`config.mk`:
```
export PLATFORM = sky130hd
export DESIGN_NAME = clint
export DESIGN_NICKNAME = d
export VERILOG_FILES = /design/src/soc_pkg.sv /design/src/clint.sv
export SDC_FILE = /design/constraint.sdc
export NUM_CORES = 1
export LEC_CHECK = 0
export BUFFER_PORTS_ARGS = -buffer_cell sky130_fd_sc_hd__buf_2
export CAP_MARGIN = 20
export CORE_ASPECT_RATIO = 0.9
export CORE_UTILIZATION = 63
export CTS_BUF_LIST = sky130_fd_sc_hd__clkbuf_2
export DETAILED_ROUTE_END_ITERATION = 16
export PLACE_DENSITY = 0.85
export SKIP_CTS_REPAIR_TIMING = 1
export SYNTH_ARGS = -nofsm -noshare
export SYNTH_HDL_FRONTEND = slang
export SYNTH_SLANG_ARGS = --single-unit
export TNS_END_PERCENT = 5
```
`constraint.sdc`:
```
create_clock -name clk_i -period 3.6 [get_ports clk_i]
set_input_delay 0.18 -clock clk_i [delete_from_list [all_inputs] [get_ports clk_i]]
set_output_delay 0.18 -clock clk_i [all_outputs]
set_load 0.02 [all_outputs]
```
`src/soc_pkg.sv`:
```
`default_nettype none

package soc_pkg;

  localparam int unsigned addr_width = 32;
  localparam int unsigned data_width = 32;
  localparam int unsigned strb_width = data_width / 8;

  typedef logic [addr_width-1:0] addr_t;
  typedef logic [data_width-1:0] data_t;
  typedef logic [strb_width-1:0] strb_t;
  typedef logic [7:0]            region_t;

  // Memory map, selected by the top address byte
  localparam region_t region_rom   = 8'h00;
  localparam region_t region_clint = 8'h02;
  localparam region_t region_sram  = 8'h80;

  // One address word, seen as raw bits or as region plus offset
  typedef union packed {
    addr_t raw;
    struct packed {
      region_t     region;
      logic [23:0] offset;
    } f;
  } bus_addr_u;

  localparam int unsigned rom_words = 16;

  localparam data_t boot_image [rom_words] = '{
    32'h0000_0297, 32'h0202_8593, 32'hf140_2573, 32'h0182_b283,
    32'h0002_8067, 32'h0000_0013, 32'h0000_0013, 32'h0000_0013,
    32'h8000_0000, 32'h0000_0000, 32'h1050_0073, 32'hffdf_f06f,
    32'hdead_beef, 32'hcafe_f00d, 32'h0123_4567, 32'h89ab_cdef
  };

  // CLINT register offsets within its region
  localparam logic [23:0] clint_msip_off        = 24'h00_0000;
  localparam logic [23:0] clint_mtimecmp_lo_off = 24'h00_4000;
  localparam logic [23:0] clint_mtimecmp_hi_off = 24'h00_4004;
  localparam logic [23:0] clint_mtime_lo_off    = 24'h00_bff8;
  localparam logic [23:0] clint_mtime_hi_off    = 24'h00_bffc;

endpackage

`default_nettype wire

```
`src/clint.sv`:
```
`timescale 1ns/1ps
`default_nettype none

module clint (
  input  wire                 clk_i,
  input  wire                 rst_ni,
  input  wire                 rtc_i,
  input  wire                 psel_i,
  input  wire                 penable_i,
  input  wire                 pwrite_i,
  input  wire soc_pkg::addr_t paddr_i,
  input  wire soc_pkg::data_t pwdata_i,
  input  wire soc_pkg::strb_t pstrb_i,
  output soc_pkg::data_t      prdata_o,
  output logic                pready_o,
  output logic                pslverr_o,
  output logic                timer_irq_o,
  output logic                ipi_o
);

  logic [1:0]         rtc_sync_q;
  logic               rtc_prev_q;
  logic               rtc_rise;
  logic [63:0]        mtime_q;
  logic [63:0]        mtimecmp_q;
  logic               msip_q;
  logic               timer_irq_q;
  soc_pkg::bus_addr_u addr;
  logic               wr_en;
  logic               reg_hit;

  function automatic soc_pkg::data_t merge(input soc_pkg::data_t old_d,
                                           input soc_pkg::data_t new_d,
                                           input soc_pkg::strb_t strb);
    soc_pkg::data_t res;
    res = old_d;
    for (int i = 0; i < soc_pkg::strb_width; i++) begin
      if (strb[i]) res[8*i +: 8] = new_d[8*i +: 8];
    end
    return res;
  endfunction

  assign addr.raw = paddr_i;
  assign wr_en    = psel_i && penable_i && pwrite_i;

  // ----------------------------------------------------------------------
  // RTC synchronizer and edge detect
  // ----------------------------------------------------------------------
  always_ff @(posedge clk_i or negedge rst_ni) begin
    if (!rst_ni) begin
      rtc_sync_q <= 2'b00;
      rtc_prev_q <= 1'b0;
    end else begin
      rtc_sync_q <= {rtc_sync_q[0], rtc_i};
      rtc_prev_q <= rtc_sync_q[1];
    end
  end

  assign rtc_rise = rtc_sync_q[1] && !rtc_prev_q;

  // ----------------------------------------------------------------------
  // Registers
  // ----------------------------------------------------------------------
  always_ff @(posedge clk_i or negedge rst_ni) begin
    if (!rst_ni) begin
      mtime_q     <= '0;
      mtimecmp_q  <= '1;
      msip_q      <= 1'b0;
      timer_irq_q <= 1'b0;
    end else begin
      timer_irq_q <= mtime_q >= mtimecmp_q;
      // Bus write wins over a tick in the same cycle
      if (wr_en && addr.f.offset == soc_pkg::clint_mtime_lo_off) begin
        mtime_q[31:0] <= merge(mtime_q[31:0], pwdata_i, pstrb_i);
      end else if (wr_en && addr.f.offset == soc_pkg::clint_mtime_hi_off) begin
        mtime_q[63:32] <= merge(mtime_q[63:32], pwdata_i, pstrb_i);
      end else if (rtc_rise) begin
        mtime_q <= mtime_q + 64'd1;
      end
      if (wr_en && addr.f.offset == soc_pkg::clint_mtimecmp_lo_off) begin
        mtimecmp_q[31:0] <= merge(mtimecmp_q[31:0], pwdata_i, pstrb_i);
      end
      if (wr_en && addr.f.offset == soc_pkg::clint_mtimecmp_hi_off) begin
        mtimecmp_q[63:32] <= merge(mtimecmp_q[63:32], pwdata_i, pstrb_i);
      end
      if (wr_en && addr.f.offset == soc_pkg::clint_msip_off && pstrb_i[0]) begin
        msip_q <= pwdata_i[0];
      end
    end
  end

  always_comb begin
    prdata_o = '0;
    reg_hit  = 1'b1;
    case (addr.f.offset)
      soc_pkg::clint_msip_off:        prdata_o = soc_pkg::data_t'(msip_q);
      soc_pkg::clint_mtimecmp_lo_off: prdata_o = mtimecmp_q[31:0];
      soc_pkg::clint_mtimecmp_hi_off: prdata_o = mtimecmp_q[63:32];
      soc_pkg::clint_mtime_lo_off:    prdata_o = mtime_q[31:0];
      soc_pkg::clint_mtime_hi_off:    prdata_o = mtime_q[63:32];
      default:                        reg_hit  = 1'b0;
    endcase
  end

  assign pready_o    = 1'b1;
  assign pslverr_o   = psel_i && penable_i && !reg_hit;
  assign timer_irq_o = timer_irq_q;
  assign ipi_o       = msip_q;

endmodule

`default_nettype wire

```
==> run metrics <==
Yosys top cell by area=dfrtp_1; part of the power in the clock network=0.312; Die H=about 120 um; grt total ovfl=0; Worst Path Required=between 3 and 4 ns; critical path peak fanout=17; Avg Inst Size Synth=slightly above 9 sq um; final core occ=0.748; crit path capture=prdata_o[22]; 1st-pass router iterations=7; Fillers=1081; async set-reset flop share out of synthesis=1.00; full die area=between 15000 and 20000 sq um; Sink Count=roughly 130; Cells on Worst Hold Path=7; Cell variety after synth=66; crit start category=input pin; Area growth syn-to-layout=14.6%; drt total wl=approximately 29000 um; DRT iter0 DRCs=about 1.2k; final setup vio count=0; CP Class=input pin to output pin; RePlAce Congestion=0.951; switching component of the power=roughly 0.0011 W; #FFs+latches synth=between 100 and 150; failing checks=hold timing; reg-to-reg startpoint=mtime_q[4]$_DFFE_PN0P_; floorplan core area=14900 sq um; internal cell power=approximately 0.0023 W; Avg Vias per Cell=~6.7; Combinational Power Share=0.186; power density over the cells=about 300 nW/um^2; Post-DRT Antenna Nets=0; layout cells sized above 1=0.240; list of most frequent post-synthesis cells=125 x a21oi_1, 85 x nand2_1, 77 x inv_1; vias in the first global route=between 8k and 9k; worst setup path start=paddr_i[14]; CTS Buf Count=17; Seq pwr share=0.501; clk_skew=between 0.03 and 0.04 ns; Worst Hold Class=input pin to flop; max_cap viols=0; Crit path arrival time=around 2.7 ns; FF-to-FF End=mtime_q[63]$_DFFE_PN0P_; post-synth top area share=0.177; outcome=complete, but fails checks; final worst-path cycle share=0.804; Final Hold Vio Count=1; fin crit period=a little under 3 ns; initial antenna violation count=1; unrepaired setup endpoints after global routing=false; Area contributors post-synth=dfrtp_1 18%, dfstp_2 17%, ha_1 8.4%; peak supply drop=between 0.0002 and 0.0003 V; number of synthesized flops with an enable pin=0; cell with the most instances after synthesis=a21oi_1; Tot GR Track Use=0.366; DP HPWL=20500 um; worst skew pair latency=between 0.7 and 0.8 ns; final slew viol count=0; switch share=0.327; Vias=around 9.5k; Clock Tree Root=clkbuf_2; # DRC=0; syn_nets=~1.2k; Critical Path Sink Type=output pin; H-tree levels=4; Cells after Synth=~1.1k; die width=133 um; leakage power=between 4 and 5 nW; R2R depth=7; fmax=346 MHz; sequential area share after synthesis=0.350; design area=between 10000 and 15000 sq um; Syn. warnings=0; io pins=110; worst-margin pin slew=1.01 ns; starting density of the core=0.652; TNS Setup=0 ns; largest net degree at the start of global routing=71; first-pass GRT wire length=~45000 um; CTS max path bufs=2; ys flop type=dfrtp_1; Post-Syn Area=roughly 10000 sq um; Clock transition at path regs=0.21 ns; FF-to-FF setup slack=a little under 0.8 ns; WHS=-0.00933 ns; relative slew slack=0.329; PortBufs=100; num rows=42; fin nets=1349; Tot Pwr=~0.0034 W; CTS tree=done; WL/cell=20.5 um; Cell Area, Placed=between 10000 and 15000 sq um
## area by class of cell
cell class,count,area [sq um],area share
Tap cell,198,248,0.0222
Sequential cell,133,3410,0.305
Antenna cell,1,2.50,0.000224
Clock inverter,14,185,0.0166
Inverter,77,289,0.0259
Multi-Input combinational cell,813,5800,0.520
Clock buffer,18,90.1,0.00807
Timing Repair Buffer,168,1140,0.102
## state kept, by name, indices dropped and copies added, names as in the netlist
| register | count |
|---|---|
| ipi_o | 1 |
| timer_irq_o | 1 |
| rtc_sync_q | 2 |
| rtc_prev_q | 1 |
| mtime_q | 64 |
| mtimecmp_q | 64 |
## worst min path at each step
stage,startpoint,end,slack [ns]
global placement,rtc_i,rtc_sync_q[0]$_DFF_PN0_,0.29
global route,rst_ni,mtime_q[38]$_DFFE_PN0P_,0.05
CTS,rst_ni,mtime_q[39]$_DFFE_PN0P_,-0.54
floorplan,rst_ni,ipi_o$_DFFE_PN0P_,-0.12
detailed placement,rtc_i,rtc_sync_q[0]$_DFF_PN0_,0.30
finish,paddr_i[23],mtime_q[62]$_DFFE_PN0P_,-0.009
## layout by cell type, fill, tap and decap left out, types with 4 or more instances in the layout
cell	instances
nor2_1	41
a21o_1	14
o22ai_1	45
nand4_1	33
nand3_1	39
mux2_1	7
inv_1	77
and3_1	14
dfrtp_1	69
mux2i_1	73
a221oi_1	4
ha_1	65
nor3_1	13
nor4_1	16
bufinv_16	4
buf_2	98
dlygate4sd3_1	44
o22a_1	5
a21oi_1	125
nand2b_1	5
and4_1	21
mux2_4	8
clkinv_2	4
o41ai_1	5
buf_4	24
nand2_1	85
o31ai_1	10
a2bb2oi_1	5
a22o_1	4
or3_1	6
dfstp_2	64
a31oi_1	7
and2_1	6
nand2_4	4
o21ai_0	60
clkbuf_2	19
a31o_2	7
mux2_2	44
## layer usage
metal  global-route usage  vias to the layer above  routed length (um)
li1                     -                     4324                   -
met5                    0                        -                   0
met1                0.498                     4427               11800
met3               0.0925                      112                3390
met2                0.558                      597               12900
met4                0.145                        0                1060
## logic make-up after synthesis
family | share of synthesized area
simple gates | 0.168
flops | 0.350
buf+inv | 0.0546
compound gates | 0.197
other cells | 0.000385
fa+ha+maj | 0.0835
mux | 0.146
## power groups by stage
stage | clock, W | sequential, W | combinational [W]
floorplan | 0 | 0.00168 | 0.000369
global placement | 0 | 0.00171 | 0.000557
detailed placement | 0 | 0.00172 | 0.000583
CTS | 0.00106 | 0.00169 | 0.000588
global route | 0.00112 | 0.00171 | 0.000695
finish | 0.00106 | 0.00170 | 0.000632
## critical path: stages
cell,delay [ns]
dlygate4sd3_1,0.54
buf_2,0.17
and3b_1,0.25
and4_1,0.27
nand2_1,0.45
buf_4,0.41
o22ai_1,0.23
buf_2,0.21
## stage by stage
step / std cells / setup slack [ns]
after global routing: 1422 / 0.571
final: 1422 / 0.706
after floorplan: 1076 / 1.31
after CTS: 1375 / 0.843
after global placement: 1343 / 0.930
after detailed placement: 1343 / 0.841
(Power assumes the default switching activity.)
