`config.mk`:
```
export PLATFORM = sky130hd
export DESIGN_NAME = boot_rom
export DESIGN_NICKNAME = d
export VERILOG_FILES = /design/src/soc_pkg.sv /design/src/boot_rom.sv
export SDC_FILE = /design/constraint.sdc
export NUM_CORES = 1
export LEC_CHECK = 0
export BUFFER_PORTS_ARGS = -buffer_cell sky130_fd_sc_hd__buf_2
export CORE_MARGIN = 2
export CORE_UTILIZATION = 41
export DETAILED_ROUTE_END_ITERATION = 8
export GPL_ROUTABILITY_DRIVEN = 0
export PLACE_DENSITY_LB_ADDON = 0.1
export SLEW_MARGIN = 10
export SYNTH_ARGS = -nofsm -noshare
export SYNTH_HDL_FRONTEND = slang
export SYNTH_SLANG_ARGS = --single-unit
```
`constraint.sdc`:
```
create_clock -name vclk -period 2
set_input_delay 0.3 -clock vclk [all_inputs]
set_output_delay 0.3 -clock vclk [all_outputs]
set_load 0.02 [all_outputs]
```
`src/soc_pkg.sv`:
```
`default_nettype none

package soc_pkg;

  localparam int unsigned addr_width = 32;
  localparam int unsigned data_width = 32;
  localparam int unsigned strb_width = data_width / 8;

  typedef logic [addr_width-1:0] addr_t;
  typedef logic [data_width-1:0] data_t;
  typedef logic [strb_width-1:0] strb_t;
  typedef logic [7:0]            region_t;

  // Memory map, selected by the top address byte
  localparam region_t region_rom   = 8'h00;
  localparam region_t region_clint = 8'h02;
  localparam region_t region_sram  = 8'h80;

  // One address word, seen as raw bits or as region plus offset
  typedef union packed {
    addr_t raw;
    struct packed {
      region_t     region;
      logic [23:0] offset;
    } f;
  } bus_addr_u;

  localparam int unsigned rom_words = 16;

  localparam data_t boot_image [rom_words] = '{
    32'h0000_0297, 32'h0202_8593, 32'hf140_2573, 32'h0182_b283,
    32'h0002_8067, 32'h0000_0013, 32'h0000_0013, 32'h0000_0013,
    32'h8000_0000, 32'h0000_0000, 32'h1050_0073, 32'hffdf_f06f,
    32'hdead_beef, 32'hcafe_f00d, 32'h0123_4567, 32'h89ab_cdef
  };

  // CLINT register offsets within its region
  localparam logic [23:0] clint_msip_off        = 24'h00_0000;
  localparam logic [23:0] clint_mtimecmp_lo_off = 24'h00_4000;
  localparam logic [23:0] clint_mtimecmp_hi_off = 24'h00_4004;
  localparam logic [23:0] clint_mtime_lo_off    = 24'h00_bff8;
  localparam logic [23:0] clint_mtime_hi_off    = 24'h00_bffc;

endpackage

`default_nettype wire

```
`src/boot_rom.sv`:
```
`timescale 1ns/1ps
`default_nettype none

module boot_rom (
  input  wire                 clk_i,
  input  wire                 rst_ni,
  input  wire                 psel_i,
  input  wire                 penable_i,
  input  wire                 pwrite_i,
  input  wire soc_pkg::addr_t paddr_i,
  output soc_pkg::data_t      prdata_o,
  output logic                pready_o,
  output logic                pslverr_o
);

  localparam int unsigned idx_width = $clog2(soc_pkg::rom_words);

  soc_pkg::bus_addr_u addr;
  logic [21:0]        word_idx;

  assign addr.raw = paddr_i;
  assign word_idx = addr.f.offset[23:2];

  // Reads past the image return zero
  assign prdata_o = (word_idx < soc_pkg::rom_words) ?
                    soc_pkg::boot_image[word_idx[idx_width-1:0]] : '0;

  assign pready_o  = 1'b1;
  assign pslverr_o = psel_i && penable_i && pwrite_i;

  a_addr_stable: assert property (@(posedge clk_i) disable iff (!rst_ni)
    (psel_i && !penable_i) ##1 penable_i |-> $stable(paddr_i));

endmodule

`default_nettype wire

```
==> impl_metrics.env, run 1 <==
export IMPL_status="finished, final reports clean"
export IMPL_drc=0
export IMPL_final_nets=214
export IMPL_cp_required_ns=1.70
export IMPL_hpwl_mm=1.80
export IMPL_fmax_ghz=0.511
export IMPL_rsz0062_at_grt="false"
export IMPL_io_buffer_count=58
export IMPL_grt_pass1_vias=863
export IMPL_ioPinCount=71
export IMPL_criticalPathCategory="in -> out"
export IMPL_synth_nets=159
export IMPL_drive_gt1_share_pct=55.1
export IMPL_grt_overflow=0
export IMPL_cpMostUsedCell="buf_2"
export IMPL_wl_mm=2.31
export IMPL_synth_area_leader_cell="ha_1"
export IMPL_routedWlPerCell_um=11.9
export IMPL_fin_crit_sh_pct=97.9
export IMPL_slowest_stage="mux4_2"
export IMPL_p_per_area_nw_per_um2=125
export IMPL_synth_most_common_cell="nor3_2"
export IMPL_die_w_um=48.7
export IMPL_critical_path_cell_chain="buf_2, buf_4, ha_1, mux4_2, nor3_4, buf_2"
export IMPL_grt_pass1_wl_mm=3.82
export IMPL_synth_cells=114
export IMPL_grtUsageTotal_pct=19.0
export IMPL_p_leak_nw=0.560
export IMPL_final_core_util_pct=60.6
export IMPL_area_growth_pct=42.1
export IMPL_ys_top_cells_by_area="ha_1 12%, nor3_2 12%, a211oi_1 7.3%"
export IMPL_crit_family="multiplexers"
export IMPL_slowest_delay_ns=0.52
export IMPL_initial_utilization_pct=42.6
export IMPL_yosysSeqAreaShare_pct=0
export IMPL_finalSetupViolCount=0
export IMPL_ant_nets=0
export IMPL_via_per_inst=5.22
export IMPL_postSynthAreaPerCell_um2=7.19
export IMPL_coreArea_um2=1920
export IMPL_grt_antenna_before_repair=0
export IMPL_row_count=16
export IMPL_cp_arrival_ns=1.66
export IMPL_drt_iter0_drc=14
export IMPL_dr_pass1_iters=4
export IMPL_multi_input_area_um2=724
export IMPL_syn_area_um2=820
export IMPL_design_seq_count=0
export IMPL_hold_buffers=0
export IMPL_dieArea_um2=2370
export IMPL_min_delay_path_class="in -> out"
export IMPL_clkbuf_count=0
export IMPL_peakVddDrop_v=0.0000814
export IMPL_grt_max_degree=29
export IMPL_yosys_area_top_type_share_pct=12.2
export IMPL_yosysUniqueCellTypes=32
export IMPL_regArea_um2=0
export IMPL_dieHeight_um=48.7
export IMPL_p_total_uw=145
export IMPL_crit_path_start_kind="input port"
export IMPL_maxSlewViolCount=0
export IMPL_worst_path_max_fanout=5
export IMPL_hold_viol=0
export IMPL_cp_end_kind="output port"
export IMPL_fill_cells=205
export IMPL_critPathCapture="prdata_o[6]"
export IMPL_cp_startpoint="paddr_i[2]"
export IMPL_diodes=0
export IMPL_via_count=1013
export IMPL_cp_depth=6
export IMPL_period_minus_slack_ns=1.96
export IMPL_path_buf_inv=3
export IMPL_synth_common_cells="10 x nor3_2, 8 x a211oi_1, 8 x ha_1"
export IMPL_maxCapViolations=0
export IMPL_yosysWarnings=0
[metrics by stage]
| step | setup TNS (ns) | worst slack, ns | area, µm² | std cells | hold slack [ns] |
|---|---|---|---|---|---|
| after global placement | 0 | 0.0268 | 1160 | 194 | 0.944 |
| final | 0 | 0.0424 | 1160 | 194 | 0.949 |
| after detailed placement | -0.0220 | -0.0110 | 1160 | 194 | 0.952 |
| after global routing | 0 | 0.00267 | 1160 | 194 | 0.981 |
| after floorplan | 0 | 0.00799 | 852 | 114 | 0.792 |
| after CTS | 0 | 0.0307 | 1160 | 194 | 0.952 |
[cell usage in the layout (no fill, tap or decap), types with 4 or more instances in the layout]
cell type | netlist | final
ha_1 | 8 | 7
nor3_2 | 10 | 11
nor4_1 | 6 | 6
mux2i_1 | 4 | 4
a211oi_1 | 8 | 8
nor3_1 | 7 | 5
buf_2 | 5 | 57
nand2_1 | 7 | 7
buf_4 | 7 | 10
nor2_1 | 6 | 6
o21ai_0 | 7 | 6
[repair_timing]
item                       in CTS  in global routing
gates resized for setup         1                  3
setup buffers                   0                  0
setup endpoints to repair       2                  5
[worst min-delay path by stage]
stage	from	end	slack, ns	cells past startpoint
3_5_place_dp	penable_i	pslverr_o	0.95	3
2_1_floorplan	penable_i	pslverr_o	0.79	1
3_3_place_gp	penable_i	pslverr_o	0.94	3
6_report	penable_i	pslverr_o	0.95	3
4_1_cts	penable_i	pslverr_o	0.95	3
5_1_grt	psel_i	pslverr_o	0.98	3
[cells by family after synthesis]
| family | after synthesis | share of synthesized area [%] |
|---|---|---|
| and+or+nand+nor | 56 | 44.9 |
| AOI/OAI and AO/OA | 22 | 18.0 |
| buffers and inverters | 21 | 15.4 |
| adders and majority gates | 8 | 12.2 |
| muxes | 6 | 9.01 |
| other | 1 | 0.458 |
[layer usage]
| layer | vias to the layer above | GRT usage [%] | share of wire [%] |
|---|---|---|---|
| met4 | 0 | 1.43 | 0.65 |
| met2 | 31 | 34.9 | 49 |
| met1 | 462 | 24.5 | 45 |
| met3 | 2 | 2.16 | 5.1 |
| li1 | 518 | - | - |
| met5 | - | 0 | 0 |
[final cells by class]
class                           count  share of cell area, %
Tap cell                           27                   2.90
Inverter                            5                   1.61
Multi-Input combinational cell     93                   62.2
Timing Repair Buffer               69                   33.3
[power by group]
group          switching (mW)  total, mW  internal [mW]
combinational          0.0777      0.145         0.0673
sequential                  0          0              0
clock                       0          0              0
total                  0.0777      0.145         0.0673
(Power assumes the default switching activity.)
==> run 2: changes to the inputs <==
- RECOVER_POWER: unset -> 25
==> run 2 against run 1 <==
  * First-iteration DRC count down 50%
  * Cell count stayed put
  * Utilization down 0.33 points
  * Final area down 0.54%
  * Worst setup slack about the same
  * Worst hold slack improved by 0.033 ns
  * Critical endpoint unchanged
  * Largest cell class unchanged
==> impl_metrics.env, run 2 (synthesis results as in run 1) <==
export IMPL_row_count=16
export IMPL_power_frac_seq_pct=0
export IMPL_drt_iter0_drc=7
export IMPL_grt_max_degree=29
export IMPL_dieArea_um2=2370
export IMPL_wl_mm=2.29
export IMPL_p_total_uw=144
export IMPL_combPwrFrac_pct=100.0
export IMPL_min_delay_path_class="in -> out"
export IMPL_p_per_area_nw_per_um2=125
export IMPL_via_count=1024
export IMPL_ioPinCount=71
export IMPL_diodes=0
export IMPL_hold_buffers=0
export IMPL_criticalPathCategory="in -> out"
export IMPL_grt_antenna_before_repair=0
export IMPL_period_minus_slack_ns=1.96
export IMPL_design_seq_count=0
export IMPL_maxSlewViolCount=0
export IMPL_fill_cells=210
export IMPL_area_growth_pct=41.4
export IMPL_p_leak_nw=0.538
export IMPL_maxCapViolations=0
export IMPL_crit_family="multiplexers"
export IMPL_die_w_um=48.7
export IMPL_coreArea_um2=1920
export IMPL_clkbuf_count=0
export IMPL_cp_end_kind="output port"
export IMPL_routedWlPerCell_um=11.8
export IMPL_final_nets=214
export IMPL_post_cts_buffers=0
export IMPL_place_area_um2=1160
export IMPL_critical_path_cell_chain="buf_2, buf_4, ha_1, mux4_2, nor3_4, buf_2"
export IMPL_cpMostUsedCell="buf_2"
export IMPL_worst_path_max_fanout=5
export IMPL_multi_input_area_um2=724
export IMPL_hold_start="penable_i"
export IMPL_p_sw_share_pct=53.6
export IMPL_final_common_cell="buf_2"
export IMPL_dr_pass1_iters=4
export IMPL_path_buf_inv=3
export IMPL_cp_required_ns=1.70
export IMPL_slowest_delay_ns=0.52
export IMPL_fin_crit_sh_pct=97.9
export IMPL_status="finished, final reports clean"
export IMPL_rsz0062_at_grt="false"
export IMPL_final_area_um2=1160
export IMPL_grt_pass1_vias=863
export IMPL_p_clk_share_pct=0
export IMPL_grtUsageTotal_pct=19.0
export IMPL_cp_arrival_ns=1.66
export IMPL_grt_pass1_wl_mm=3.82
export IMPL_initial_utilization_pct=42.6
export IMPL_power_switching_uw=77.4
export IMPL_regArea_um2=0
export IMPL_grt_overflow=0
export IMPL_cellInternalPower_uw=67.1
export IMPL_ant_nets=0
export IMPL_finalSetupViolCount=0
export IMPL_crit_path_start_kind="input port"
export IMPL_whs_path_depth=3
export IMPL_peakVddDrop_v=0.0000813
export IMPL_drive_gt1_share_pct=52.1
export IMPL_hold_viol=0
export IMPL_drc=0
export IMPL_dieHeight_um=48.7
export IMPL_whs_ns=0.982
export IMPL_min_to="pslverr_o"
export IMPL_io_buffer_count=58
export IMPL_fmax_ghz=0.511
export IMPL_final_core_util_pct=60.3
export IMPL_hpwl_mm=1.80
export IMPL_slowest_stage="mux4_2"
export IMPL_mostFrequentLayoutCells="52 x buf_2, 11 x nor3_2, 10 x buf_4"
export IMPL_via_per_inst=5.28
-- run 2: changes by cell type in the layout (fill, tap and decap cells not counted), sizes merged --
cell,before,now
buf,68,63
clkbuf,1,6
-- run 2: worst max-delay path by stage --
stage	from	end	cells past startpoint
after detailed placement	paddr_i[2]	prdata_o[6]	7
after global routing	paddr_i[2]	prdata_o[6]	6
after floorplan	paddr_i[3]	prdata_o[6]	7
after CTS	paddr_i[2]	prdata_o[6]	6
final	paddr_i[2]	prdata_o[6]	6
after global placement	paddr_i[2]	prdata_o[6]	7
-- run 2: layout make-up --
cell class         instances  share of cell area (%)
multi-input cells         93                    62.5
repair buffers            69                    32.9
well taps                 27                    2.92
inverters                  5                    1.62
-- run 2: timing repair --
action                     in CTS  in global routing
setup endpoints to repair       2                  5
hold endpoints to repair        0                  0
resized for setup               1                  3
-- run 2: per-stage QoR --
| step | setup slack (ns) | setup TNS [ns] | cells |
|---|---|---|---|
| floorplan | 0.00799 | 0 | 114 |
| global placement | 0.0268 | 0 | 194 |
| detailed placement | -0.0110 | -0.0220 | 194 |
| CTS | 0.0307 | 0 | 194 |
| global route | 0.00267 | 0 | 194 |
| finish | 0.0429 | 0 | 194 |
-- run 2: routing by layer --
metal | global-route usage [%] | routed length, µm | share of wire, %
met1 | 24.5 | 1000 | 44
met2 | 34.9 | 1150 | 50
met3 | 2.16 | 125 | 5.5
met4 | 1.43 | 15 | 0.65
met5 | 0 | 0 | 0
-- run 2: tightest hold or removal path, stage by stage --
cell	delay, ns
buf_2	0.09
and3_1	0.13
clkbuf_1	0.16
-- run 2: power groups by stage --
stage | Sequential (mW) | Clock [mW] | Combinational, mW
finish | 0 | 0 | 0.144
global route | 0 | 0 | 0.162
CTS | 0 | 0 | 0.144
detailed placement | 0 | 0 | 0.143
global placement | 0 | 0 | 0.140
floorplan | 0 | 0 | 0.0939
