--- src/soc_pkg.sv ---
`default_nettype none

package soc_pkg;

  localparam int unsigned addr_width = 32;
  localparam int unsigned data_width = 32;
  localparam int unsigned strb_width = data_width / 8;

  typedef logic [addr_width-1:0] addr_t;
  typedef logic [data_width-1:0] data_t;
  typedef logic [strb_width-1:0] strb_t;
  typedef logic [7:0]            region_t;

  // Memory map, selected by the top address byte
  localparam region_t region_rom   = 8'h00;
  localparam region_t region_clint = 8'h02;
  localparam region_t region_sram  = 8'h80;

  // One address word, seen as raw bits or as region plus offset
  typedef union packed {
    addr_t raw;
    struct packed {
      region_t     region;
      logic [23:0] offset;
    } f;
  } bus_addr_u;

  localparam int unsigned rom_words = 16;

  localparam data_t boot_image [rom_words] = '{
    32'h0000_0297, 32'h0202_8593, 32'hf140_2573, 32'h0182_b283,
    32'h0002_8067, 32'h0000_0013, 32'h0000_0013, 32'h0000_0013,
    32'h8000_0000, 32'h0000_0000, 32'h1050_0073, 32'hffdf_f06f,
    32'hdead_beef, 32'hcafe_f00d, 32'h0123_4567, 32'h89ab_cdef
  };

  // CLINT register offsets within its region
  localparam logic [23:0] clint_msip_off        = 24'h00_0000;
  localparam logic [23:0] clint_mtimecmp_lo_off = 24'h00_4000;
  localparam logic [23:0] clint_mtimecmp_hi_off = 24'h00_4004;
  localparam logic [23:0] clint_mtime_lo_off    = 24'h00_bff8;
  localparam logic [23:0] clint_mtime_hi_off    = 24'h00_bffc;

endpackage

`default_nettype wire

--- src/apb_interconnect.sv ---
`timescale 1ns/1ps
`default_nettype none

module apb_interconnect (
  input  wire                 clk_i,
  input  wire                 rst_ni,
  input  wire                 host_psel_i,
  input  wire                 host_penable_i,
  input  wire                 host_pwrite_i,
  input  wire soc_pkg::addr_t host_paddr_i,
  input  wire soc_pkg::data_t host_pwdata_i,
  input  wire soc_pkg::strb_t host_pstrb_i,
  output soc_pkg::data_t      host_prdata_o,
  output logic                host_pready_o,
  output logic                host_pslverr_o,
  input  wire                 dbg_psel_i,
  input  wire                 dbg_penable_i,
  input  wire                 dbg_pwrite_i,
  input  wire soc_pkg::addr_t dbg_paddr_i,
  input  wire soc_pkg::data_t dbg_pwdata_i,
  input  wire soc_pkg::strb_t dbg_pstrb_i,
  output soc_pkg::data_t      dbg_prdata_o,
  output logic                dbg_pready_o,
  output logic                dbg_pslverr_o,
  output logic                rom_psel_o,
  output logic                sram_psel_o,
  output logic                clint_psel_o,
  output logic                penable_o,
  output logic                pwrite_o,
  output soc_pkg::addr_t      paddr_o,
  output soc_pkg::data_t      pwdata_o,
  output soc_pkg::strb_t      pstrb_o,
  input  wire soc_pkg::data_t rom_prdata_i,
  input  wire soc_pkg::data_t sram_prdata_i,
  input  wire soc_pkg::data_t clint_prdata_i,
  input  wire                 rom_pready_i,
  input  wire                 sram_pready_i,
  input  wire                 clint_pready_i,
  input  wire                 rom_pslverr_i,
  input  wire                 sram_pslverr_i,
  input  wire                 clint_pslverr_i
);

  localparam logic [1:0] st_idle   = 2'd0;
  localparam logic [1:0] st_setup  = 2'd1;
  localparam logic [1:0] st_access = 2'd2;

  logic [1:0]         state_q, state_d;
  logic               grant, pick_dbg;
  logic               gnt_dbg_q, tie_dbg_q;
  soc_pkg::bus_addr_u addr_q;
  logic               pwrite_q;
  soc_pkg::data_t     wdata_q;
  soc_pkg::strb_t     strb_q;
  logic               busy, access;
  logic               sel_rom, sel_sram, sel_clint, mapped;
  soc_pkg::data_t     resp_rdata;
  logic               resp_ready, resp_err;
  logic               done;
  logic [2:0]         psel_vec;

  // ----------------------------------------------------------------------
  // Arbitration
  // ----------------------------------------------------------------------
  assign grant = (state_q == st_idle) && (host_psel_i || dbg_psel_i);
  // Tie goes to the port that lost the previous tie
  assign pick_dbg = dbg_psel_i && (!host_psel_i || !tie_dbg_q);

  always_comb begin
    state_d = state_q;
    case (state_q)
      st_idle:   if (grant) state_d = st_setup;
      st_setup:  state_d = st_access;
      st_access: if (done) state_d = st_idle;
      default:   state_d = st_idle;
    endcase
  end

  always_ff @(posedge clk_i or negedge rst_ni) begin
    if (!rst_ni) begin
      state_q   <= st_idle;
      gnt_dbg_q <= 1'b0;
      tie_dbg_q <= 1'b1;
    end else begin
      state_q <= state_d;
      if (grant) gnt_dbg_q <= pick_dbg;
      if (grant && host_psel_i && dbg_psel_i) tie_dbg_q <= pick_dbg;
    end
  end

  always_ff @(posedge clk_i) begin
    if (grant) begin
      addr_q.raw <= pick_dbg ? dbg_paddr_i   : host_paddr_i;
      pwrite_q   <= pick_dbg ? dbg_pwrite_i  : host_pwrite_i;
      wdata_q    <= pick_dbg ? dbg_pwdata_i  : host_pwdata_i;
      strb_q     <= pick_dbg ? dbg_pstrb_i   : host_pstrb_i;
    end
  end

  // ----------------------------------------------------------------------
  // Region decode and downstream phases
  // ----------------------------------------------------------------------
  assign sel_rom   = addr_q.f.region == soc_pkg::region_rom;
  assign sel_sram  = addr_q.f.region == soc_pkg::region_sram;
  assign sel_clint = addr_q.f.region == soc_pkg::region_clint;
  assign mapped    = sel_rom || sel_sram || sel_clint;

  assign busy   = state_q != st_idle;
  assign access = state_q == st_access;

  assign rom_psel_o   = busy && sel_rom;
  assign sram_psel_o  = busy && sel_sram;
  assign clint_psel_o = busy && sel_clint;
  assign penable_o    = access && mapped;
  assign pwrite_o     = pwrite_q;
  assign paddr_o      = addr_q.raw;
  assign pwdata_o     = wdata_q;
  assign pstrb_o      = strb_q;

  // Unmapped regions answer here with an error
  always_comb begin
    resp_rdata = '0;
    resp_ready = 1'b1;
    resp_err   = 1'b1;
    if (sel_rom) begin
      resp_rdata = rom_prdata_i;
      resp_ready = rom_pready_i;
      resp_err   = rom_pslverr_i;
    end else if (sel_sram) begin
      resp_rdata = sram_prdata_i;
      resp_ready = sram_pready_i;
      resp_err   = sram_pslverr_i;
    end else if (sel_clint) begin
      resp_rdata = clint_prdata_i;
      resp_ready = clint_pready_i;
      resp_err   = clint_pslverr_i;
    end
  end

  assign done = access && resp_ready && (gnt_dbg_q ? dbg_penable_i : host_penable_i);

  assign host_pready_o  = done && !gnt_dbg_q;
  assign host_pslverr_o = done && !gnt_dbg_q && resp_err;
  assign host_prdata_o  = (done && !gnt_dbg_q) ? resp_rdata : '0;
  assign dbg_pready_o   = done && gnt_dbg_q;
  assign dbg_pslverr_o  = done && gnt_dbg_q && resp_err;
  assign dbg_prdata_o   = (done && gnt_dbg_q) ? resp_rdata : '0;

  assign psel_vec = {rom_psel_o, sram_psel_o, clint_psel_o};

  a_one_select: assert property (@(posedge clk_i) disable iff (!rst_ni)
    $onehot0(psel_vec));

  // Access phase always comes out of a setup phase on the same peer
  a_setup_first: assert property (@(posedge clk_i) disable iff (!rst_ni)
    penable_o |-> $past(psel_vec != 3'b000 && !penable_o) && $stable(psel_vec));

endmodule

`default_nettype wire

--- config.mk ---
export PLATFORM = sky130hd
export DESIGN_NAME = apb_interconnect
export DESIGN_NICKNAME = d
export VERILOG_FILES = /design/src/soc_pkg.sv /design/src/apb_interconnect.sv
export SDC_FILE = /design/constraint.sdc
export NUM_CORES = 1
export LEC_CHECK = 0
export ABC_CLOCK_PERIOD_IN_PS = 8300
export BUFFER_PORTS_ARGS = -buffer_cell sky130_fd_sc_hd__buf_2
export CORE_AREA = 2 2 149 151
export DETAILED_ROUTE_END_ITERATION = 16
export DIE_AREA = 0 0 151 153
export PLACE_DENSITY = 0.51
export SKIP_LAST_GASP = 1
export SYNTH_ARGS = -nofsm -noshare
export SYNTH_HDL_FRONTEND = slang
export SYNTH_SLANG_ARGS = --single-unit
--- constraint.sdc ---
create_clock -name clk_i -period 8.3 [get_ports clk_i]
set_input_delay 1.66 -clock clk_i [delete_from_list [all_inputs] [get_ports clk_i]]
set_output_delay 1.66 -clock clk_i [all_outputs]
set_load 0.05 [all_outputs]
==> metrics.txt, run 1 <==
run status=complete, no violations; H-tree lvl count=3; mapped cell area=4630 um2; total grt overflow=0; number of antenna-violating nets in the routed design=0; final net count=957; setup ws final=2.96 ns; number of global-route vias before repair=4304; DIE WIDTH=151 um; # port buffers=386; RSZ-0062 raised after global routing=no; post-cts sizing count=0; switching power=0.960 mW; DRC violations left=0; slew margin rel.=0.303; max_cap viols=0; crit path max fanout=44; post-synth top area cell=edfxtp_1; Syn Inst Count=345; Final Setup Violations=0; initial antenna violation count=1; Peak supply drop=0.131 mV; Hold Slack=0.504 ns; min-delay worst type=reg -> reg; Final HPWL DP=13.7 mm; Post-CTS Setup Bufs=0; clock sinks=73; I/O pin cnt=387; post-route clock period utilization=0.643; clock tree root driver cell=clkbuf_16; Syn Nets=591; Final Skew=0.0109 ns; hold_buf cts=0; pin count of the biggest net entering global routing=71; CP most frequent cell=buf_2; Via density=4.40; total CTS buffers=9; Top FF cell, synth=edfxtp_1; antenna cells=0; FP Rows=54; ys async rst share=0.0548; area delta synth->final=52.3%; pre-CTS WS=2.95 ns; Die ar.=23100 um2; internal power=1.06 mW; Inst Count DP=980; PD cells=285 nW/um2; Sw Ratio=0.476; Vias=4384; Critical Path AT=3.68 ns; post-synthesis cell type count=38; setup TNS=0 ns; global-route wire length before repair=24.6 mm; crit-path cells=buf_2 > mux2_2 > o2bb2ai_4 > buf_4 > nor3_1 > buf_2; Initial Util=0.216; post-layout util=0.329; critical path type=in -> out; max-slew violation count=0; Clock transition at path regs=0.05 ns; post-synthesis sequential area ratio=0.469; Tmin final=5.34 ns; combinational share of power=0.518; dpl cell area=6780 um2; Worst Setup Start Kind=primary input; Pleak=3.21 nW; CORE AREA=21500 um2; critical path required time=6.64 ns; Max Root-Sink Buffers=2; register share of total power=0.303; share of cells above drive strength 1=0.729; Avg WL per Cell=17.6 um; Yosys reg bits=73; top cells by area, synth=edfxtp_1 (45%), mux2_2 (17%), nor4_2 (7.3%), mux2i_1 (6.9%), a2bb2oi_1 (6.0%); final instance count without filler cells=996; critical path's slowest cell=buf_4; Die H=153 um; GRT Util Overall=0.141; total detailed-routing wirelength=17.5 mm; Synth Warn #=0; DRT Pass-1 Iters=6; Final Cell Area=7060 um2; final hold vios=0; gpl congestion=0.785; total power=2.02 mW; power share of the clock group=0.179; Slew @ Worst Pin=1.04 ns; Worst-Skew Late Latency=0.33 ns; endpoint class of the critical path=primary output; f_max=187 MHz; top-area cell type share of the netlist area=0.447; DRT iter0 DRCs=131; Syn Area/Cell=13.4 um2; CP max stage delay=0.61 ns; EDFF count, synth=69; CTS tree=built
-- cell usage after synthesis, drive strengths merged (3+ instances only) --
cell type   n
mux2       70
edfxtp     69
nor4       34
a2bb2oi    32
mux2i      32
nor3       32
buf        31
clkbuf      5
nand2       4
nor2b       4
a31oi       3
dfrtp       3
inv         3
-- power groups by stage --
stage / clock network (mW) / logic (mW) / registers [mW]
CTS: 0.370 / 1.06 / 0.613
floorplan: 0 / 0.413 / 0.994
global route: 0.385 / 1.10 / 0.625
finish: 0.361 / 1.04 / 0.611
global placement: 0 / 1.06 / 0.615
detailed placement: 0 / 1.06 / 0.619
-- flip-flops by register name, summed over array words and instances (netlist names) --
| signal | count |
|---|---|
| state_q | 2 |
| pwrite_o | 1 |
| tie_dbg_q | 1 |
| pwdata_o | 32 |
| pstrb_o | 4 |
| paddr_o | 32 |
| gnt_dbg_q | 1 |
-- layout make-up --
class                   count  area (um2)
clock inverters             7        53.8
clock buffers               9         225
multi-input cells         233        2280
repair buffers            391        1970
inverters                   3        11.3
fillers                  2221       14400
flip-flops and latches     73        2170
well taps                 280         350
-- per-layer routing --
layer	global-route usage	vias up	part of all wire
met3	0.0352	11	0.095
met2	0.271	239	0.53
met5	0	-	0.00040
met4	0.0267	2	0.0078
li1	-	2116	-
met1	0.155	2016	0.37
-- cell usage in the layout (no fill, tap or decap), types with 3 or more instances in the layout --
cell type / Yosys / layout
a2bb2oi_1: 32 / 32
a31oi_1: 3 / 3
buf_2: 17 / 386
buf_4: 8 / 5
clkbuf_16: 0 / 9
dfrtp_1: 3 / 3
edfxtp_1: 69 / 69
inv_1: 3 / 3
mux2_2: 70 / 70
mux2i_1: 32 / 32
nor2b_1: 4 / 3
nor3_1: 24 / 24
nor3_2: 8 / 8
nor4_1: 5 / 5
nor4_2: 27 / 27
-- final timing paths --
check                              from  slack, ns  cells past startpoint         endpoint
hold reg to reg               tie_dbg_q       0.50                      1        tie_dbg_q
min in group asynchronous        rst_ni       1.13                      1       state_q[1]
setup / recovery           rom_pready_i       2.96                      6  dbg_prdata_o[0]
max in group asynchronous        rst_ni       6.97                      1        tie_dbg_q
setup reg to reg            paddr_o[31]       5.48                      5       state_q[1]
hold / removal                tie_dbg_q       0.50                      1        tie_dbg_q
-- cell families after synthesis --
kind of cell / after synthesis / share of synthesized area
mux: 102 / 0.239
simple gates: 86 / 0.163
flops: 73 / 0.469
compound gates: 44 / 0.0796
buf+inv: 39 / 0.0475
xor+xnor: 1 / 0.00189
-- critical path: cells and delay by family --
| family | cells | cell delay, ns |
|---|---|---|
| AND/OR/NAND/NOR | 1 | 0.13 |
| AO/OA/AOI/OAI | 1 | 0.57 |
| multiplexers | 1 | 0.28 |
| buffers and inverters | 3 | 0.97 |
Power figures use the tool's default switching activity.
==> run 2, diff against run 1 <==
--- a/config.mk
+++ b/config.mk
@@ -5,11 +5,11 @@
 export SDC_FILE = /design/constraint.sdc
 export NUM_CORES = 1
 export LEC_CHECK = 0
-export ABC_CLOCK_PERIOD_IN_PS = 8300
+export ABC_CLOCK_PERIOD_IN_PS = 4900
 export BUFFER_PORTS_ARGS = -buffer_cell sky130_fd_sc_hd__buf_2
-export CORE_AREA = 2 2 149 151
+export CORE_AREA = 2 2 152 154
 export DETAILED_ROUTE_END_ITERATION = 16
-export DIE_AREA = 0 0 151 153
+export DIE_AREA = 0 0 154 156
 export PLACE_DENSITY = 0.51
 export SKIP_LAST_GASP = 1
 export SYNTH_ARGS = -nofsm -noshare
==> constraint.sdc (replaced) <==
create_clock -name clk_i -period 4.9 [get_ports clk_i]
set_input_delay 0.98 -clock clk_i [delete_from_list [all_inputs] [get_ports clk_i]]
set_output_delay 0.98 -clock clk_i [all_outputs]
set_load 0.05 [all_outputs]
==> run 2 against run 1 <==
Design area up 1.4%. Sequential share of layout area down 0.43 points. First-iteration DRC count up 100%. Critical path type is now reg -> out. Largest power group unchanged.
==> metrics.txt, run 2 (synthesized netlist as in run 1, its figures left out) <==
run status=complete, no violations; crit-path cells=buf_4 > mux2i_1 > a2bb2oi_1 > nor4_1 > buf_2; final hold vios=0; Final Cell Area=7160 um2; DRT iter0 DRCs=267; post-cts sizing count=0; Critical Path AT=2.98 ns; H-tree lvl count=3; DRC violations left=0; max-slew violation count=0; slew margin rel.=0.303; Final Skew=0.00776 ns; max_cap viols=0; Worst Setup SP=paddr_o[31]; Worst Path Buf+Inv=2; Initial Util=0.207; Clock transition at path regs=0.06 ns; total CTS buffers=9; combinational share of power=0.495; final instance count without filler cells=1004; CTS tree=built; Slew @ Worst Pin=1.04 ns; Die H=156 um; CP max stage delay=0.89 ns; clock sinks=73; final net count=960; # port buffers=386; crit-path leading delay family=flip-flops; switching power=1.63 mW; RR Startpoint=paddr_o[31]; Tmin final=3.96 ns; Worst-Skew Late Latency=0.33 ns; Hold Slack=0.453 ns; critical path required time=3.92 ns; Die ar.=24000 um2; PD cells=500 nW/um2; total power=3.58 mW; f_max=253 MHz; Final Setup Violations=0; Fillers=2325; FP Rows=55; pin count of the biggest net entering global routing=71; Pleak=3.26 nW; CORE AREA=22400 um2; global-route wire length before repair=25.9 mm; gpl congestion=0.756; Vias=4392; DIE WIDTH=154 um; critical path's slowest cell=edfxtp_1; I/O pin cnt=387; area delta synth->final=54.5%; hold_buf cts=0; Inst Count DP=988; Sw Ratio=0.456; Avg WL per Cell=17.8 um; Final HPWL DP=14.1 mm; GRT Util Overall=0.141; dpl cell area=6820 um2; endpoint class of the critical path=primary output; clock tree root driver cell=clkbuf_16; commonest non-fill, non-tap cell in the layout=buf_2; number of antenna-violating nets in the routed design=0; share of cells above drive strength 1=0.731; Post-CTS Setup Bufs=0; most frequent cells in the layout=buf_2 (386), mux2_2 (70), edfxtp_1 (69); RSZ-0062 raised after global routing=no; total grt overflow=0; initial antenna violation count=2; DRT Pass-1 Iters=4; setup TNS=0 ns; power share of the clock group=0.211; Worst Setup Start Kind=flip-flop; Via density=4.37; register share of total power=0.294; Max Root-Sink Buffers=2; crit path max fanout=28; min-delay worst type=in -> async; critical path type=reg -> out; post-route clock period utilization=0.807; internal power=1.95 mW; number of global-route vias before repair=4419; total detailed-routing wirelength=17.9 mm; Peak supply drop=0.319 mV
==> run 2: cell count changes in the layout (fill, tap and decap cells not counted) <==
cell,before,now
buf_4,5,8
bufinv_16,0,3
clkinvlp_4,2,0
clkinv_1,1,0
diode_2,0,1
inv_6,2,1
nor2b_2,1,0
nor2b_4,0,1
==> run 2: power groups by stage <==
stage	combinational (mW)	clock [mW]	sequential [mW]
3_3_place_gp	1.81	0	1.06
2_1_floorplan	0.699	0	1.68
3_5_place_dp	1.80	0	1.07
4_1_cts	1.80	0.775	1.06
6_report	1.77	0.755	1.05
5_1_grt	1.87	0.797	1.08
==> run 2: cell type report <==
class | count | area, um2 | area share
Clock buffer | 9 | 225 | 0.0315
Inverter | 3 | 11.3 | 0.00157
Clock inverter | 6 | 116 | 0.0163
Antenna cell | 1 | 2.50 | 0.000350
Timing Repair Buffer | 394 | 1990 | 0.278
Multi-Input combinational cell | 233 | 2280 | 0.319
Tap cell | 285 | 357 | 0.0498
Sequential cell | 73 | 2170 | 0.304
==> run 2: metal layers <==
layer | vias to the layer above | part of all wire | GRT usage | wire (um)
met5 | - | 0.00073 | 0 | 13
met4 | 2 | 0.017 | 0.0454 | 301
met3 | 21 | 0.094 | 0.0425 | 1680
met2 | 253 | 0.51 | 0.260 | 9160
met1 | 1996 | 0.38 | 0.156 | 6730
li1 | 2120 | - | - | -
==> run 2: worst paths after layout <==
kind	slack, ns	cells past startpoint	end
min	0.45	1	state_q[0]
min reg2reg	0.51	1	tie_dbg_q
max	0.94	5	host_prdata_o[0]
min in group clk_i	0.51	1	tie_dbg_q
max reg2reg	2.43	4	state_q[1]
max in group asynchronous	4.25	1	tie_dbg_q
==> run 2: metrics by stage <==
step                utilization  worst slack (ns)
floorplan                     -             0.969
global placement          0.305              1.25
detailed placement        0.305              1.24
CTS                       0.320             0.877
global route              0.320             0.766
finish                    0.320             0.943
==> run 3, diff against run 2 <==
--- a/config.mk
+++ b/config.mk
@@ -5,7 +5,8 @@
 export SDC_FILE = /design/constraint.sdc
 export NUM_CORES = 1
 export LEC_CHECK = 0
-export ABC_CLOCK_PERIOD_IN_PS = 4900
+export ABC_AREA = 1
+export ABC_CLOCK_PERIOD_IN_PS = 3400
 export BUFFER_PORTS_ARGS = -buffer_cell sky130_fd_sc_hd__buf_2
 export CORE_AREA = 2 2 152 154
 export DETAILED_ROUTE_END_ITERATION = 16
==> constraint.sdc (replaced) <==
create_clock -name clk_i -period 3.4 [get_ports clk_i]
set_input_delay 0.68 -clock clk_i [delete_from_list [all_inputs] [get_ports clk_i]]
set_output_delay 0.68 -clock clk_i [all_outputs]
set_load 0.05 [all_outputs]
==> run 3 against run 2 <==
Critical path depth up 4. Largest cell class is now flip-flops and latches. Register-to-register slack worse by 0.85 ns. Critical path type unchanged. Utilization fell by 0.70 points. Clock skew fell by 0.0019 ns. Sequential share of layout area up 0.68 points. First-iteration DRC count is 11% lower.
==> metrics.txt, run 3 <==
Synth Warn #=0; total power=4.72 mW; Avg WL per Cell=14.3 um; clock tree root driver cell=clkbuf_16; post-synth top area cell=edfxtp_1; FP Rows=55; pre-CTS WS=0.517 ns; total detailed-routing wirelength=18.6 mm; hold_buf cts=0; PD cells=674 nW/um2; Yosys reg bits=73; RSZ-0062 raised after global routing=yes; met3 WL post-DR=1.54 mm; Clock transition at path regs=0.06 ns; area delta synth->final=55.4%; most frequent cells in the layout=buf_2 (386), nand2_1 (280), nor2_1 (129); Die H=156 um; total grt overflow=0; Final HPWL DP=15.2 mm; # port buffers=386; Die ar.=24000 um2; I/O pin cnt=387; run status=complete, no violations; initial antenna violation count=2; Vias=5250; DRT met1 WL=7.13 mm; register share of total power=0.320; share of cells above drive strength 1=0.427; Initial Util=0.202; RR Startpoint=state_q[1]; Critical Path AT=2.50 ns; f_max=314 MHz; Final Cell Area=7000 um2; critical path type=reg -> out; global-route wire length before repair=26.8 mm; commonest non-fill, non-tap cell in the layout=buf_2; R2R Setup Slk=1.58 ns; most numerous cell in the Yosys netlist=nand2_1; CTS tree=built; FF-to-FF path depth=3; post-synthesis sequential area ratio=0.482; setup ws final=0.219 ns; top sig layer=met5; Final Setup Violations=0; DRT iter0 DRCs=238; number of global-route vias before repair=4973; Final Skew=0.00581 ns; clock sinks=73; H-tree lvl count=3; CORE AREA=22400 um2; pin count of the biggest net entering global routing=71; Sw Ratio=0.470; DRT Pass-1 Iters=4; power share of the clock group=0.217; crit path max fanout=34; critical path required time=2.72 ns; Top FF cell, synth=edfxtp_1; internal power=2.50 mW; Syn Inst Count=632; mapped cell area=4510 um2; dpl cell area=6670 um2; Via density=4.05; Syn Nets=878; final hold vios=0; slew margin rel.=0.479; DIE WIDTH=154 um; Worst Setup Start Kind=flip-flop; final net count=1251; ys async rst share=0.0548; Slew @ Worst Pin=0.781 ns; GRT Util Overall=0.146; number of antenna-violating nets in the routed design=0; Synth top cells by count=nand2_1 (281), nor2_1 (129), edfxtp_1 (69), inv_1 (43), nand3_1 (43); gpl congestion=0.800; Syn Area/Cell=7.13 um2; Pleak=3.90 nW; Worst-Skew Late Latency=0.33 ns; min-delay worst type=in -> async; top cells by area, synth=edfxtp_1 (46%), nand2_1 (23%), nor2_1 (11%), nand3_1 (4.8%), inv_1 (3.6%); DRC violations left=0; Tmin final=3.18 ns; EDFF count, synth=69; Worst R2R End=paddr_o[23]; endpoint class of the critical path=primary output; combinational share of power=0.463; Max Root-Sink Buffers=2; top-area cell type share of the netlist area=0.460; total CTS buffers=9; max_cap viols=0; post-layout util=0.313; post-synthesis cell type count=25; max-slew violation count=0; switching power=2.22 mW; routed wl met2=9.59 mm; Peak supply drop=0.275 mV; post-route clock period utilization=0.936
-- run 3: cell count changes in the layout (fill, tap and decap cells not counted), moves of 27 or more --
| cell | delta |
|---|---|
| nand2_1 | +278 |
| nor2_1 | +127 |
| mux2_2 | -70 |
| nand3_1 | +41 |
| inv_1 | +40 |
| a2bb2oi_1 | -32 |
| mux2i_1 | -32 |
| nor4_2 | -27 |
-- run 3: routing by layer --
layer / global-route usage / up-vias
met5: 0 / -
li1: - / 2706
met3: 0.0408 / 18
met4: 0.0401 / 2
met2: 0.279 / 260
met1: 0.157 / 2264
-- run 3: worst max path at each step --
stage                startpoint                 to  slack, ns
floorplan           paddr_o[31]        sram_psel_o       0.28
global placement    paddr_o[27]   dbg_prdata_o[31]       0.55
detailed placement  paddr_o[27]   dbg_prdata_o[15]       0.52
CTS                 paddr_o[27]   dbg_prdata_o[15]       0.15
global route        paddr_o[27]   host_prdata_o[4]      -0.02
finish              paddr_o[27]  host_prdata_o[19]       0.22
-- run 3: layout make-up --
class                   count  area, um2
well taps                 285        357
clock buffers              10        229
diodes                      2       5.00
clock inverters             6       90.1
inverters                  46        175
flip-flops and latches     73       2170
multi-input cells         484       1990
fillers                  2560      15400
repair buffers            391       1980
-- run 3: logic make-up after synthesis --
family	synth area share
buffers and inverters	0.0791
flip-flops	0.482
AND/OR/NAND/NOR	0.427
AO/OA/AOI/OAI	0.0117
-- run 3: per-stage QoR --
stage	hold WS, ns	TNS, ns	cells
after floorplan	0.384	0	632
after global placement	0.483	0	1279
after detailed placement	0.484	0	1279
after CTS	0.128	0	1295
after global routing	0.130	-0.0473	1296
final	0.142	0	1297
-- run 3: critical path, cell delays in order (launching register included) --
cell and delay, ns:
edfxtp_1 0.46, nor2_2 0.20, nand2_4 0.10, nor2_1 0.32, nand2_1 0.09, nand2_1 0.10
nor2_2 0.07, nand2_2 0.48, nor2_1 0.10, buf_2 0.24
-- run 3: power by group through the flow --
stage | Clock (mW) | Sequential [mW] | Combinational, mW
CTS | 1.06 | 1.52 | 2.22
global route | 1.09 | 1.54 | 2.33
global placement | 0 | 1.52 | 2.22
detailed placement | 0 | 1.53 | 2.22
finish | 1.02 | 1.51 | 2.18
floorplan | 0 | 2.50 | 0.608
-- run 3: timing repair --
item | 4_1_cts | 5_1_grt
endpoints found under the setup margin | 0 | 4
gates resized for setup | 0 | 3
buffers inserted | 0 | 0
